**src/rtl/cnn_cmd_pkg.sv**
```systemverilog
package cnn_cmd_pkg;

    // One word as pushed through the command FIFO
    typedef logic [31:0] cmd_word_t;

    // Layer operation codes
    typedef enum logic [2:0] {
        OP_IDLE      = 3'b000,
        OP_CONV_RELU = 3'b001,
        OP_MAX_POOL  = 3'b100,
        OP_AVG_POOL  = 3'b101
    } op_type_e;

    // Layer field types
    typedef logic [3:0]  stride_t;
    typedef logic [7:0]  kernel_t;
    typedef logic [7:0]  side_t;
    typedef logic [15:0] channel_t;
    typedef logic [7:0]  ksize_t;
    typedef logic [15:0] stride2_t;

    // Command counter and result figure
    typedef logic [6:0]  cmd_count_t;
    typedef logic [31:0] result_t;

    // Words per command
    localparam int CMD_WORDS = 3;

    // Word 0 field positions
    localparam int W0_OP_LSB      = 0;
    localparam int W0_STRIDE_LSB  = 4;
    localparam int W0_KERNEL_LSB  = 8;
    localparam int W0_I_SIDE_LSB  = 16;
    localparam int W0_O_SIDE_LSB  = 24;
    // Word 1 field positions
    localparam int W1_I_CHAN_LSB  = 0;
    localparam int W1_O_CHAN_LSB  = 16;
    // Word 2 field positions
    localparam int W2_KSIZE_LSB   = 8;
    localparam int W2_STRIDE2_LSB = 16;

endpackage

```
**src/rtl/cnn_regs_pkg.sv**
```systemverilog
package cnn_regs_pkg;

    // APB bus widths
    typedef logic [11:0] apb_addr_t;
    typedef logic [31:0] apb_data_t;

    // Register map
    localparam apb_addr_t REG_CTRL      = 12'h000;
    localparam apb_addr_t REG_CMD_COUNT = 12'h004;
    localparam apb_addr_t REG_CMD_DATA  = 12'h008;
    localparam apb_addr_t REG_STATUS    = 12'h00C;
    localparam apb_addr_t RESULT_BASE   = 12'h100;

    // CTRL bits
    localparam int CTRL_OP_EN_BIT   = 0;
    localparam int CTRL_RESTART_BIT = 1;

    // STATUS fields
    localparam int STAT_STATE_LSB = 0;
    localparam int STAT_IRQ_BIT   = 4;
    localparam int STAT_OVF_BIT   = 5;
    localparam int STAT_DONE_LSB  = 8;

endpackage

```
**src/rtl/apb_ctrl_regs.sv**
```systemverilog
module apb_ctrl_regs #(
    parameter int RESULT_DEPTH = 16
) (
    input  logic                     clk,
    input  logic                     rst,
    input  logic                     i_psel,
    input  logic                     i_penable,
    input  logic                     i_pwrite,
    input  cnn_regs_pkg::apb_addr_t  i_paddr,
    input  cnn_regs_pkg::apb_data_t  i_pwdata,
    output cnn_regs_pkg::apb_data_t  o_prdata,
    input  logic                     i_fifo_full,
    input  logic                     i_result_we,
    input  cnn_cmd_pkg::cmd_count_t  i_result_idx,
    input  cnn_cmd_pkg::result_t     i_result_elems,
    input  cnn_cmd_pkg::result_t     i_result_macs,
    input  logic [2:0]               i_state,
    input  cnn_cmd_pkg::cmd_count_t  i_done_count,
    input  logic                     i_irq,
    output logic                     o_push,
    output cnn_cmd_pkg::cmd_word_t   o_push_data,
    output logic                     o_op_en,
    output logic                     o_restart,
    output cnn_cmd_pkg::cmd_count_t  o_cmd_count
);
    import cnn_cmd_pkg::*;
    import cnn_regs_pkg::*;

    localparam int        IDX_W      = $clog2(RESULT_DEPTH);
    localparam apb_addr_t RESULT_END = apb_addr_t'(RESULT_BASE + 8 * RESULT_DEPTH);

    result_t    elems_mem [RESULT_DEPTH];
    result_t    macs_mem  [RESULT_DEPTH];
    logic       wr_en;
    logic       overflow;
    logic       res_hit;
    apb_addr_t  res_off;
    logic [IDX_W-1:0] res_slot;

    // Writes land at the end of the access phase
    assign wr_en       = i_psel && i_penable && i_pwrite;
    assign o_push      = wr_en && (i_paddr == REG_CMD_DATA);
    assign o_push_data = i_pwdata;

    // Result window holds an element and a MAC word per slot
    assign res_hit  = (i_paddr >= RESULT_BASE) && (i_paddr < RESULT_END);
    assign res_off  = i_paddr - RESULT_BASE;
    assign res_slot = res_off[3 +: IDX_W];

    always_ff @(posedge clk or posedge rst) begin
        if (rst) begin
            o_op_en     <= 1'b0;
            o_restart   <= 1'b0;
            o_cmd_count <= '0;
            overflow    <= 1'b0;
        end else begin
            // Restart lasts one cycle
            o_restart <= wr_en && (i_paddr == REG_CTRL) && i_pwdata[CTRL_RESTART_BIT];
            if (wr_en && (i_paddr == REG_CTRL)) begin
                o_op_en <= i_pwdata[CTRL_OP_EN_BIT];
            end
            if (wr_en && (i_paddr == REG_CMD_COUNT)) begin
                o_cmd_count <= cmd_count_t'(i_pwdata);
            end
            // Sticky until reset
            if (o_push && i_fifo_full) begin
                overflow <= 1'b1;
            end
        end
    end

    // Index wraps modulo the memory depth
    always_ff @(posedge clk) begin
        if (i_result_we) begin
            elems_mem[i_result_idx[IDX_W-1:0]] <= i_result_elems;
            macs_mem[i_result_idx[IDX_W-1:0]]  <= i_result_macs;
        end
    end

    // Read mux, zero for unmapped and write-only addresses
    always_comb begin
        o_prdata = '0;
        if (i_psel && !i_pwrite) begin
            if (res_hit) begin
                o_prdata = res_off[2] ? macs_mem[res_slot] : elems_mem[res_slot];
            end else begin
                case (i_paddr)
                    REG_CTRL: o_prdata[CTRL_OP_EN_BIT] = o_op_en;
                    REG_CMD_COUNT: o_prdata[$bits(cmd_count_t)-1:0] = o_cmd_count;
                    REG_STATUS: begin
                        o_prdata[STAT_STATE_LSB +: 3] = i_state;
                        o_prdata[STAT_IRQ_BIT]        = i_irq;
                        o_prdata[STAT_OVF_BIT]        = overflow;
                        o_prdata[STAT_DONE_LSB +: $bits(cmd_count_t)] = i_done_count;
                    end
                    default: o_prdata = '0;
                endcase
            end
        end
    end

endmodule

```
**src/rtl/cmd_fifo.sv**
```systemverilog
module cmd_fifo #(
    parameter int FIFO_DEPTH = 16
) (
    input  logic                   clk,
    input  logic                   rst,
    input  logic                   i_push,
    input  cnn_cmd_pkg::cmd_word_t i_push_data,
    input  logic                   i_pop,
    output logic                   o_valid,
    output cnn_cmd_pkg::cmd_word_t o_head,
    output logic                   o_full
);
    import cnn_cmd_pkg::*;

    localparam int PTR_W = (FIFO_DEPTH > 1) ? $clog2(FIFO_DEPTH) : 1;
    localparam int CNT_W = $clog2(FIFO_DEPTH + 1);

    cmd_word_t        mem [FIFO_DEPTH];
    logic [PTR_W-1:0] wr_ptr;
    logic [PTR_W-1:0] rd_ptr;
    logic [CNT_W-1:0] count;
    logic             do_push;
    logic             do_pop;

    // Head word falls through whenever data is present
    assign o_valid = (count != '0);
    assign o_full  = (count == CNT_W'(FIFO_DEPTH));
    assign o_head  = mem[rd_ptr];

    // Full pushes are dropped, empty pops ignored
    assign do_push = i_push && !o_full;
    assign do_pop  = i_pop && o_valid;

    always_ff @(posedge clk) begin
        if (do_push) begin
            mem[wr_ptr] <= i_push_data;
        end
    end

    always_ff @(posedge clk or posedge rst) begin
        if (rst) begin
            wr_ptr <= '0;
            rd_ptr <= '0;
            count  <= '0;
        end else begin
            // Pointers wrap at the depth, which need not be a power of two
            if (do_push) begin
                wr_ptr <= (wr_ptr == PTR_W'(FIFO_DEPTH - 1)) ? '0 : wr_ptr + 1'b1;
            end
            if (do_pop) begin
                rd_ptr <= (rd_ptr == PTR_W'(FIFO_DEPTH - 1)) ? '0 : rd_ptr + 1'b1;
            end
            count <= count + CNT_W'(do_push) - CNT_W'(do_pop);
        end
    end

    // Sequencer only pops words that are present
    a_no_pop_empty: assert property (@(posedge clk) disable iff (rst) i_pop |-> o_valid)
        else $error("cmd_fifo pop while empty");

endmodule

```
**src/rtl/cmd_sequencer.sv**
```systemverilog
module cmd_sequencer (
    input  logic                    clk,
    input  logic                    rst,
    input  logic                    i_op_en,
    input  logic                    i_restart,
    input  cnn_cmd_pkg::cmd_count_t i_cmd_count,
    input  logic                    i_fifo_valid,
    input  cnn_cmd_pkg::cmd_word_t  i_fifo_head,
    input  logic                    i_engine_ready,
    output logic                    o_fifo_pop,
    output logic                    o_engine_valid,
    output cnn_cmd_pkg::op_type_e   o_op_type,
    output cnn_cmd_pkg::stride_t    o_stride,
    output cnn_cmd_pkg::kernel_t    o_kernel,
    output cnn_cmd_pkg::side_t      o_i_side,
    output cnn_cmd_pkg::side_t      o_o_side,
    output cnn_cmd_pkg::channel_t   o_i_channel,
    output cnn_cmd_pkg::channel_t   o_o_channel,
    output cnn_cmd_pkg::ksize_t     o_kernel_size,
    output cnn_cmd_pkg::stride2_t   o_stride2,
    output logic                    o_result_we,
    output cnn_cmd_pkg::cmd_count_t o_done_count,
    output logic [2:0]              o_state,
    output logic                    o_irq
);
    import cnn_cmd_pkg::*;

    typedef enum logic [2:0] {
        IDLE      = 3'b000,
        CMD_GET   = 3'b001,
        CMD_ISSUE = 3'b010,
        OP_RUN    = 3'b011,
        FINISH    = 3'b100
    } state_e;

    state_e     state;
    state_e     next_state;
    logic [1:0] word_cnt;
    logic       last_word;
    logic       run_done;

    // Pop as soon as a word is waiting in the collect state
    assign o_fifo_pop  = (state == CMD_GET) && i_fifo_valid;
    assign last_word   = (word_cnt == 2'(CMD_WORDS - 1));
    // Result is stored in the cycle the engine reports completion
    assign o_result_we = (state == OP_RUN) && i_engine_ready;
    // Current command is the last one of the run
    assign run_done    = (cmd_count_t'(o_done_count + 1'b1) == i_cmd_count);
    assign o_state     = state;

    always_comb begin
        next_state = state;
        case (state)
            IDLE: begin
                // An empty run goes straight to finish
                if (i_op_en) begin
                    next_state = (i_cmd_count == '0) ? FINISH : CMD_GET;
                end
            end
            CMD_GET: begin
                if (o_fifo_pop && last_word) begin
                    next_state = CMD_ISSUE;
                end
            end
            CMD_ISSUE: begin
                next_state = OP_RUN;
            end
            OP_RUN: begin
                if (i_engine_ready) begin
                    next_state = run_done ? FINISH : CMD_GET;
                end
            end
            FINISH: begin
                if (i_restart) begin
                    next_state = IDLE;
                end
            end
            default: begin
                next_state = IDLE;
            end
        endcase
    end

    always_ff @(posedge clk or posedge rst) begin
        if (rst) begin
            state          <= IDLE;
            word_cnt       <= '0;
            o_engine_valid <= 1'b0;
            o_done_count   <= '0;
            o_irq          <= 1'b0;
        end else begin
            state <= next_state;
            // Word counter steps per popped word
            if (o_fifo_pop) begin
                word_cnt <= last_word ? 2'd0 : word_cnt + 1'b1;
            end
            // Valid rises on issue and falls after the ready pulse
            if (state == CMD_ISSUE) begin
                o_engine_valid <= 1'b1;
            end else if (o_result_we) begin
                o_engine_valid <= 1'b0;
            end
            if (o_result_we) begin
                o_done_count <= o_done_count + 1'b1;
            end
            // irq holds in finish until restart
            if (state == FINISH) begin
                o_irq <= !i_restart;
                if (i_restart) begin
                    o_done_count <= '0;
                end
            end
        end
    end

    // Unpack command words into layer fields
    always_ff @(posedge clk) begin
        if (o_fifo_pop) begin
            case (word_cnt)
                2'd0: begin
                    o_op_type <= op_type_e'(i_fifo_head[W0_OP_LSB +: $bits(op_type_e)]);
                    o_stride  <= i_fifo_head[W0_STRIDE_LSB +: $bits(stride_t)];
                    o_kernel  <= i_fifo_head[W0_KERNEL_LSB +: $bits(kernel_t)];
                    o_i_side  <= i_fifo_head[W0_I_SIDE_LSB +: $bits(side_t)];
                    o_o_side  <= i_fifo_head[W0_O_SIDE_LSB +: $bits(side_t)];
                end
                2'd1: begin
                    o_i_channel <= i_fifo_head[W1_I_CHAN_LSB +: $bits(channel_t)];
                    o_o_channel <= i_fifo_head[W1_O_CHAN_LSB +: $bits(channel_t)];
                end
                default: begin
                    o_kernel_size <= i_fifo_head[W2_KSIZE_LSB +: $bits(ksize_t)];
                    o_stride2     <= i_fifo_head[W2_STRIDE2_LSB +: $bits(stride2_t)];
                end
            endcase
        end
    end

    // Engine completion is a single-cycle pulse
    a_ready_pulse: assert property (@(posedge clk) disable iff (rst)
        i_engine_ready |=> !i_engine_ready)
        else $error("engine_ready held longer than one cycle");

endmodule

```
**src/rtl/cnn_ctrl_top.sv**
```systemverilog
module cnn_ctrl_top #(
    parameter int FIFO_DEPTH   = 16,
    parameter int RESULT_DEPTH = 16
) (
    input  logic                    clk,
    input  logic                    rst,
    input  logic                    i_psel,
    input  logic                    i_penable,
    input  logic                    i_pwrite,
    input  cnn_regs_pkg::apb_addr_t i_paddr,
    input  cnn_regs_pkg::apb_data_t i_pwdata,
    output cnn_regs_pkg::apb_data_t o_prdata,
    output logic                    o_irq
);
    import cnn_cmd_pkg::*;

    // FIFO push and pop path
    logic       push;
    cmd_word_t  push_data;
    logic       fifo_valid;
    cmd_word_t  fifo_head;
    logic       fifo_full;
    logic       fifo_pop;
    // Run control
    logic       op_en;
    logic       restart;
    cmd_count_t cmd_count;
    cmd_count_t done_count;
    logic [2:0] state;
    // Engine handshake and layer fields
    logic       engine_valid;
    logic       engine_ready;
    op_type_e   op_type;
    kernel_t    kernel;
    side_t      o_side;
    channel_t   i_channel;
    channel_t   o_channel;
    // Result write
    logic       result_we;
    result_t    result_elems;
    result_t    result_macs;

    apb_ctrl_regs #(.RESULT_DEPTH(RESULT_DEPTH)) apb_ctrl_regs_i (
        .clk, .rst, .i_psel, .i_penable, .i_pwrite, .i_paddr, .i_pwdata, .o_prdata,
        .i_fifo_full(fifo_full), .i_result_we(result_we), .i_result_idx(done_count),
        .i_result_elems(result_elems), .i_result_macs(result_macs), .i_state(state),
        .i_done_count(done_count), .i_irq(o_irq), .o_push(push), .o_push_data(push_data),
        .o_op_en(op_en), .o_restart(restart), .o_cmd_count(cmd_count)
    );

    cmd_fifo #(.FIFO_DEPTH(FIFO_DEPTH)) cmd_fifo_i (
        .clk, .rst, .i_push(push), .i_push_data(push_data), .i_pop(fifo_pop),
        .o_valid(fifo_valid), .o_head(fifo_head), .o_full(fifo_full)
    );

    // Stride, input side, kernel size and stride2 stay inside the sequencer
    cmd_sequencer cmd_sequencer_i (
        .clk, .rst, .i_op_en(op_en), .i_restart(restart), .i_cmd_count(cmd_count),
        .i_fifo_valid(fifo_valid), .i_fifo_head(fifo_head), .i_engine_ready(engine_ready),
        .o_fifo_pop(fifo_pop), .o_engine_valid(engine_valid), .o_op_type(op_type),
        .o_stride(), .o_kernel(kernel), .o_i_side(), .o_o_side(o_side),
        .o_i_channel(i_channel), .o_o_channel(o_channel), .o_kernel_size(), .o_stride2(),
        .o_result_we(result_we), .o_done_count(done_count), .o_state(state), .o_irq(o_irq)
    );

    layer_engine layer_engine_i (
        .clk, .rst, .i_engine_valid(engine_valid), .i_op_type(op_type), .i_kernel(kernel),
        .i_o_side(o_side), .i_i_channel(i_channel), .i_o_channel(o_channel),
        .o_engine_ready(engine_ready), .o_result_elems(result_elems),
        .o_result_macs(result_macs)
    );

endmodule

```
**src/rtl/layer_engine.sv**
```systemverilog
module layer_engine (
    input  logic                  clk,
    input  logic                  rst,
    input  logic                  i_engine_valid,
    input  cnn_cmd_pkg::op_type_e i_op_type,
    input  cnn_cmd_pkg::kernel_t  i_kernel,
    input  cnn_cmd_pkg::side_t    i_o_side,
    input  cnn_cmd_pkg::channel_t i_i_channel,
    input  cnn_cmd_pkg::channel_t i_o_channel,
    output logic                  o_engine_ready,
    output cnn_cmd_pkg::result_t  o_result_elems,
    output cnn_cmd_pkg::result_t  o_result_macs
);
    import cnn_cmd_pkg::*;

    logic                         busy;
    logic                         start;
    logic [$bits(side_t):0]       row_cnt;
    logic [2*$bits(side_t)-1:0]   area;
    logic [2*$bits(kernel_t)-1:0] kk;
    result_t                      per_elem;
    logic                         op_known;

    assign start    = !busy && i_engine_valid;
    assign op_known = (i_op_type == OP_CONV_RELU) || (i_op_type == OP_MAX_POOL) ||
                      (i_op_type == OP_AVG_POOL);
    // One cycle per output row plus two cycles of setup
    assign o_engine_ready = busy && (row_cnt == ({1'b0, i_o_side} + 1'b1));

    always_ff @(posedge clk or posedge rst) begin
        if (rst) begin
            busy    <= 1'b0;
            row_cnt <= '0;
        end else if (start) begin
            busy    <= 1'b1;
            row_cnt <= '0;
        end else if (o_engine_ready) begin
            busy <= 1'b0;
        end else if (busy) begin
            row_cnt <= row_cnt + 1'b1;
        end
    end

    // Products are staged over the first rows
    always_ff @(posedge clk) begin
        if (start) begin
            area          <= i_o_side * i_o_side;
            kk            <= i_kernel * i_kernel;
            o_result_macs <= '0;
        end else if (busy && (row_cnt == '0)) begin
            // Unknown codes give zero elements and so zero MACs
            o_result_elems <= op_known ? area * result_t'(i_o_channel) : '0;
            // Convolution sums over input channels, pooling does not
            per_elem <= (i_op_type == OP_CONV_RELU) ?
                        result_t'(kk) * result_t'(i_i_channel) : result_t'(kk);
        end else if (busy && (row_cnt == 1)) begin
            o_result_macs <= o_result_elems * per_elem;
        end
    end

    // Completion only answers a pending request
    a_ready_in_req: assert property (@(posedge clk) disable iff (rst)
        o_engine_ready |-> i_engine_valid)
        else $error("engine_ready without engine_valid");

endmodule

```
**config.mk**
```make
export PLATFORM = sky130hd
export DESIGN_NAME = cnn_ctrl_top
export DESIGN_NICKNAME = d
export VERILOG_FILES = /design/src/rtl/cnn_cmd_pkg.sv /design/src/rtl/cnn_regs_pkg.sv /design/src/rtl/apb_ctrl_regs.sv /design/src/rtl/cmd_fifo.sv /design/src/rtl/cmd_sequencer.sv /design/src/rtl/cnn_ctrl_top.sv /design/src/rtl/layer_engine.sv
export SDC_FILE = /design/constraint.sdc
export NUM_CORES = 2
export LEC_CHECK = 0
export BUFFER_PORTS_ARGS = -buffer_cell sky130_fd_sc_hd__buf_2
export CAP_MARGIN = 10
export CORE_ASPECT_RATIO = 0.5
export CORE_MARGIN = 2
export CORE_UTILIZATION = 49
export CTS_CLUSTER_SIZE = 20
export DETAILED_ROUTE_END_ITERATION = 10
export HOLD_SLACK_MARGIN = 0.03
export SLEW_MARGIN = 20
export SYNTH_ARGS = -nofsm -noshare
export SYNTH_HDL_FRONTEND = slang
export SYNTH_SLANG_ARGS = --single-unit
```
**constraint.sdc**
```tcl
create_clock -name clk -period 8.18 [get_ports clk]
set_clock_uncertainty 0.2 [all_clocks]
set_input_delay 0.409 -clock clk [delete_from_list [all_inputs] [get_ports clk]]
set_output_delay 0.409 -clock clk [all_outputs]
set_load 0.05 [all_outputs]
```
; After elaboration in Yosys (flattened, before gate mapping)
; Memories as Yosys holds them, arrays and structs flattened.
; Index checks and enable logic that the tools add are counted.
[totals]
inputBits = 49
ram_bits = 1536
register_bits = 226
elab_cells = 142
out_inout_bits = 33
n_memories = 3
[mem_list]
columns = memory, words, width, rd, rd_clocked_by_memory_dff, wr, line
row1 = apb_ctrl_regs_i.elems_mem, 16, 32, 1, 0, 1, apb_ctrl_regs.sv:32  ; result_t elems_mem [RESULT_DEPTH];
row2 = apb_ctrl_regs_i.macs_mem, 16, 32, 1, 0, 1, apb_ctrl_regs.sv:33  ; result_t macs_mem [RESULT_DEPTH];
row3 = cmd_fifo_i.mem, 16, 32, 1, 0, 1, cmd_fifo.sv:18  ; cmd_word_t mem [FIFO_DEPTH];
[classes]
n_eq_ne = 23
bitwise_logic = 2
n_mux = 34
addsub = 9
reduce_logical = 39
magnitude_cmp = 2
multipliers = 5
[ops]
columns = op, n
row1 = two-way mux 32 bit, 3
row2 = multiplier 16 x 16 -> 32 bit, 2
row3 = multiplier 32 x 32 -> 32 bit, 1
row4 = multiplier 8 x 8 -> 16 bit, 2
row5 = two-way mux 7 bit, 4
row6 = two-way mux 9 bit, 3
row7 = equality test 12 x 4 -> 1 bit (second input constant), 2
row8 = logical AND 1 bit, 18
row9 = two-way mux 3 bit, 6
row10 = two-way mux 16 bit, 1
row11 = one-hot mux 3 bit (5 select lines), 1
row12 = equality test 12 x 3 -> 1 bit (second input constant), 1
row13 = >= comparator 12 x 9 -> 1 bit (second input constant), 1
row14 = logical NOT 12 bit, 1
row15 = less-than comparator 12 x 9 -> 1 bit (second input constant), 1
row16 = two-way mux 1 bit, 10
row17 = AND reduction 2 bit, 5
row18 = adder 8 x 1 -> 9 bit (second input constant), 1
row19 = adder 9 x 1 -> 9 bit (second input constant), 1
row20 = equality test 3 bit (second input constant), 3
row21 = equality test 9 x 1 -> 1 bit (second input constant), 1
row22 = equality test 9 bit, 1
row23 = logical NOT 9 bit, 1
row24 = adder 4 x 1 -> 4 bit (second input constant), 2
row25 = 27 further kinds, 42

; Longest topological paths before layout
[logic_depth]
ltp_word = 7
mapped_depth = 28
depth_no_buf = 26

; By module
; From an unflattened synthesis, not the netlist that was laid out.
[unflattened]
cells_unflattened = 7409
area_unflattened_um2 = 104149.9
[by_module_without_submodules]
columns = mod, cells_per_inst, seq_area_each_um2, area_per_inst_um2, n_inst
row1 = apb_ctrl_regs, 1808, 30999.7, 40082.2, 1
row2 = layer_engine, 4392, 3713.6, 40039.7, 1
row3 = cmd_fifo, 1019, 15700.1, 20488.4, 1
row4 = cmd_sequencer, 190, 2962.8, 3539.6, 1

; Worst setup path after synthesis
; OpenSTA, ideal clock, no wires.
[synth_timing]
kind = reg2reg
start = reg cmd_sequencer_i.o_o_side[0]
end = mem apb_ctrl_regs_i.elems_mem[4][0] (netlist bit) (enable)
required_ns = 7.402
stages_incl_launch_ff = 11
setup_slack_ns = 0.775
synth_period_minus_slack_ns = 7.405
arrival_ns = 6.627
setup_ns = 0.578
path_cell_list = edfxtp_1 > ha_1 > xnor2_1 > xnor2_1 > nand3_1 > nor3_1 > and4b_1 > and3_1 > buf_2 > nand2_1 > nor3b_1
[synth_via]
elab_chain_cells = 6
[synth_rtl]
columns = item, line
row1 = "start, declared", cmd_sequencer.sv:16  ; output cnn_cmd_pkg::side_t o_o_side,
row2 = "start signal, assigned", cmd_sequencer.sv:125  ; o_o_side <= i_fifo_head[W0_O_SIDE_LSB +: $bits(side_t)];
row3 = adder 8 x 1 -> 9 bit, layer_engine.sv:28  ; assign o_engine_ready = busy && (row_cnt == ({1'b0, i_o_side} + 1'b1));
row4 = equality test 9 bit, layer_engine.sv:28
row5 = logical AND 1 bit, layer_engine.sv:28
row6 = logical AND 1 bit, cmd_sequencer.sv:46  ; assign o_result_we = (state == OP_RUN) && i_engine_ready;
row7 = two-way mux 1 bit, apb_ctrl_regs.sv:74  ; if (i_result_we) begin
row8 = two-way mux 1 bit (implied by the code), apb_ctrl_regs.sv:75  ; elems_mem[i_result_idx[IDX_W-1:0]] <= i_result_elems;
row9 = "end, declared", apb_ctrl_regs.sv:32
; No other way between the ends.

; Worst setup path after layout
[layout_timing]
start = reg layer_engine_i.per_elem[2]
end = reg layer_engine_i.o_result_macs[31]
[layout_via]
elab_chain_cells = 1
[layout_rtl]
columns = item, line
row1 = "start, declared", layer_engine.sv:21  ; result_t per_elem;
row2 = "start signal, assigned", layer_engine.sv:54  ; per_elem <= (i_op_type == OP_CONV_RELU) ?
row3 = multiplier 32 x 32 -> 32 bit, layer_engine.sv:57  ; o_result_macs <= o_result_elems * per_elem;
row4 = "end signal, assigned", layer_engine.sv:57
row5 = "end, declared", layer_engine.sv:12  ; output cnn_cmd_pkg::result_t o_result_macs
; No other way between the ends.
; A chain may end at the register's enable or synchronous reset.

==> flow_metrics.tcl <==
set metrics [dict create \
    drive_gt1_share_pct 13.8 \
    dp.cells 9615 \
    synth_mux_area_share_pct 11.1 \
    maxCapViolCount 0 \
    drt_iter0_markers 4873 \
    numPortBuffers 81 \
    synth_edf_count 1681 \
    die_h_microns 326 \
    critical_path_required_ps 8670 \
    finalMaxSlewViolations 0 \
    synth-main-ff-cell "edfxtp_1" \
    ctsHoldBuffers 34 \
    grt_antenna_before_repair 17 \
    setup-tns-final_ps 0 \
    ys.warnings.count 0 \
    wl_per_cell_microns 25.0 \
    synth-simple-area-share_pct 7.41 \
    synth_top_family_by_area "adder cells" \
    setup_viol 0 \
    p_total_mw 17.8 \
    synth_compound_area_share_pct 2.13 \
    n_fill_cell 16700 \
    period_needed_ps 7550 \
    grt_pass1_wl_microns 381000 \
    synth.distinct_cells 74 \
    timing.fmax_mhz 132 \
    synthesis.area_sq_mm 0.102 \
    syn_area_per_cell_sq_um 14.7 \
    h-tree-depth 4 \
    placementRows 118 \
    tightest_slew_ps 1190 \
    overflow 0 \
    ys_seq_area_share_pct 51.3 \
    gp_congestion 0.877 \
    hold_viol 0 \
    vias 56500 \
    cp_cell_sequence "nand2_1 -> fa_1 -> fa_1 -> fa_1 -> fa_1 -> inv_1 -> fa_1 -> inv_1 -> fa_1 -> fa_1 -> fa_1 -> inv_1 -> ha_1 -> nand4_1 -> nor2_1 -> o21bai_1 -> a21oi_1 -> a31oi_1 -> a211o_1 -> o311ai_1 -> xnor2_1 -> a21oi_1" \
    p_leak_nw 44.0 \
    drc_errors 0 \
    nets 8357 \
    cp_num_buf_inv 3 \
    detail-route-antenna-nets 0 \
    fp.coreArea_sq_mm 0.207 \
    instances_no_fill 9944 \
    grt_pass1_vias 61100 \
    crit_type "register to register" \
    clock_sinks 1760 \
    r2r_setup_slack_ps 630 \
    worstHoldPathType "primary input to register" \
    root_buffer "clkbuf_16" \
    ir_drop_v 0.000170 \
    ys_ff_latch 1760 \
    cpMostUsedCell "fa_1" \
    regArea_sq_mm 0.0523 \
    area_delta_synth_final_pct 9.27 \
    cp_data_arrival_time_ps 8040 \
    synthCells 6946 \
    wl_microns 248000 \
    period_share_pct 92.3 \
    cts-resized-gates 0 \
    cts_tree "built" \
    cts_setup_buffers 0 \
    yosys.area.top_type "edfxtp_1" \
    clkSlewWorstSetupHoldPaths_ps 60 \
    cts_max_path_buffers 4 \
    final_core_util_pct 53.8 \
    power_density_mw_per_mm2 160 \
    synthAdderAreaFrac_pct 21.4 \
    synth_async_sr_flop_share_pct 2.67 \
    cp-end-kind "register" \
    io_pins 82 \
    numCtsBuffers 168 \
    multiInputGateArea_sq_mm 0.0449 \
    critical-path-top-delay-family "adder cells" \
    via_per_inst 5.68 \
    fp.dieW_microns 649 \
    dp_hpwl_microns 164000 \
    cp_max_fo 21 \
    dr.pass1.iters 5 \
    grt_max_degree 112 \
    status "complete, no violations" \
    fin_area_sq_mm 0.111 \
    die-area_sq_mm 0.212 \
    synthTopCellsByArea "edfxtp_1 50%, fa_1 16%, mux4_2 11%" \
    synthXorXnorAreaFrac_pct 1.79 \
    max_stage_delay_ps 850 \
    synthDominantCellAreaShare_pct 49.6 \
    start_util_pct 49.3 \
    rsz0062_at_grt "no" \
    clk_latency_ps 830 \
    place_area_sq_mm 0.106 \
    cp-start-kind "register" \
    maxSlewHeadroom_pct 20.9 \
    crit_path_top_delay_cell "edfxtp_1" \
    track_usage_pct 23.9 \
]
## cell families (layout without fill, tap and decap cells)
logic type	Yosys count	after routing
adder cells (fa/ha/maj)	1248	1248
AND/OR/NAND/NOR	1571	1571
flip-flops	1760	1760
multiplexers	528	528
buffers and inverters	1294	1516
XOR/XNOR	208	208
AO/OA/AOI/OAI	335	335
other	2	18
## per-stage QoR
step,hold WS (ps),setup slack [ps]
3_3_place_gp,302,644
6_report,107,628
2_1_floorplan,229,775
3_5_place_dp,315,560
5_1_grt,102,264
4_1_cts,63.4,612
## cell usage after synthesis (11+ instances only)
library cell and instances:
a21o_1 37, a21oi_1 124, a31oi_1 11, and2_1 469, and3_1 24, buf_1 39, buf_2 22, clkbuf_1 251
dfrtp_1 47, dfxtp_1 32, edfxtp_1 1681, fa_1 827, ha_1 421, inv_1 981, mux2_2 12, mux2i_1 36
mux4_2 480, nand2_1 729, nand2b_1 17, nand3_1 36, nand4_1 11, nor2_1 180, nor2b_1 16, nor3_1 39
o21a_1 25, o21ai_0 42, o21bai_1 20, xnor2_1 150, xor2_1 58
## tightest hold or removal path: stages
cell    delay (ps)
buf_2          100
and4_1         300
mux2_2         290
## power by group
part	switching, mW	internal [mW]
Clock	3.40	4.16
Combinational	0.282	0.204
Sequential	0.00731	9.76
## cell type report
cell class,count,share of cell area (%)
Sequential cell,1760,47.0
Multi-Input combinational cell,3902,40.3
Clock buffer,213,4.05
Inverter,982,3.31
Tap cell,2760,3.10
Timing Repair Buffer,246,1.63
Clock inverter,75,0.583
Antenna cell,6,0.0135
## flip-flops by register name (all words and copies together) (netlist names), 8 cells and up
name	cells
apb_ctrl_regs_i.elems_mem	512
apb_ctrl_regs_i.macs_mem	512
cmd_fifo_i.mem	512
layer_engine_i.o_result_elems	32
layer_engine_i.o_result_macs	32
layer_engine_i.per_elem	32
cmd_sequencer_i.o_i_channel	16
cmd_sequencer_i.o_o_channel	16
layer_engine_i.area	15
layer_engine_i.kk	15
layer_engine_i.row_cnt	9
cmd_sequencer_i.o_kernel	8
cmd_sequencer_i.o_o_side	8
## final timing paths
check,start,endpoint,depth (start not counted)
setup / recovery,layer_engine_i.per_elem[2],layer_engine_i.o_result_macs[31],22
hold / removal,i_penable,apb_ctrl_regs_i.o_cmd_count[5],3
setup reg to reg,layer_engine_i.per_elem[2],layer_engine_i.o_result_macs[31],22
hold reg to reg,cmd_sequencer_i.o_engine_valid,cmd_sequencer_i.o_engine_valid,2
max in group asynchronous,rst,cmd_fifo_i.rd_ptr[1],4
min in group asynchronous,rst,cmd_fifo_i.wr_ptr[0],4
## layout by cell type, fill, tap and decap left out, types with 23 or more instances in the layout
cell,netlist,routed
a21o_1,37,37
a21oi_1,124,124
and2_1,469,459
buf_2,22,77
buf_4,0,128
clkbuf_1,251,34
clkbuf_16,0,170
clkinv_1,1,25
clkinv_2,0,23
dfrtp_1,47,43
dfxtp_1,32,32
dlygate4sd3_1,0,34
edfxtp_1,1681,1681
fa_1,827,827
ha_1,421,421
inv_1,981,979
mux2i_1,36,36
mux4_2,480,480
nand2_1,729,729
nand3_1,36,36
nor2_1,180,174
nor3_1,39,34
o21a_1,25,25
o21ai_0,42,42
xnor2_1,150,150
xor2_1,58,58
## per-layer routing
metal | share of wire (%) | GRT usage [%] | vias up
met5 | 0.011 | 0 | -
met4 | 2.0 | 4.99 | 4
met3 | 5.8 | 3.35 | 329
met2 | 48 | 39.6 | 1714
met1 | 44 | 34.2 | 30200
li1 | - | - | 24200
Power figures use the tool's default switching activity.
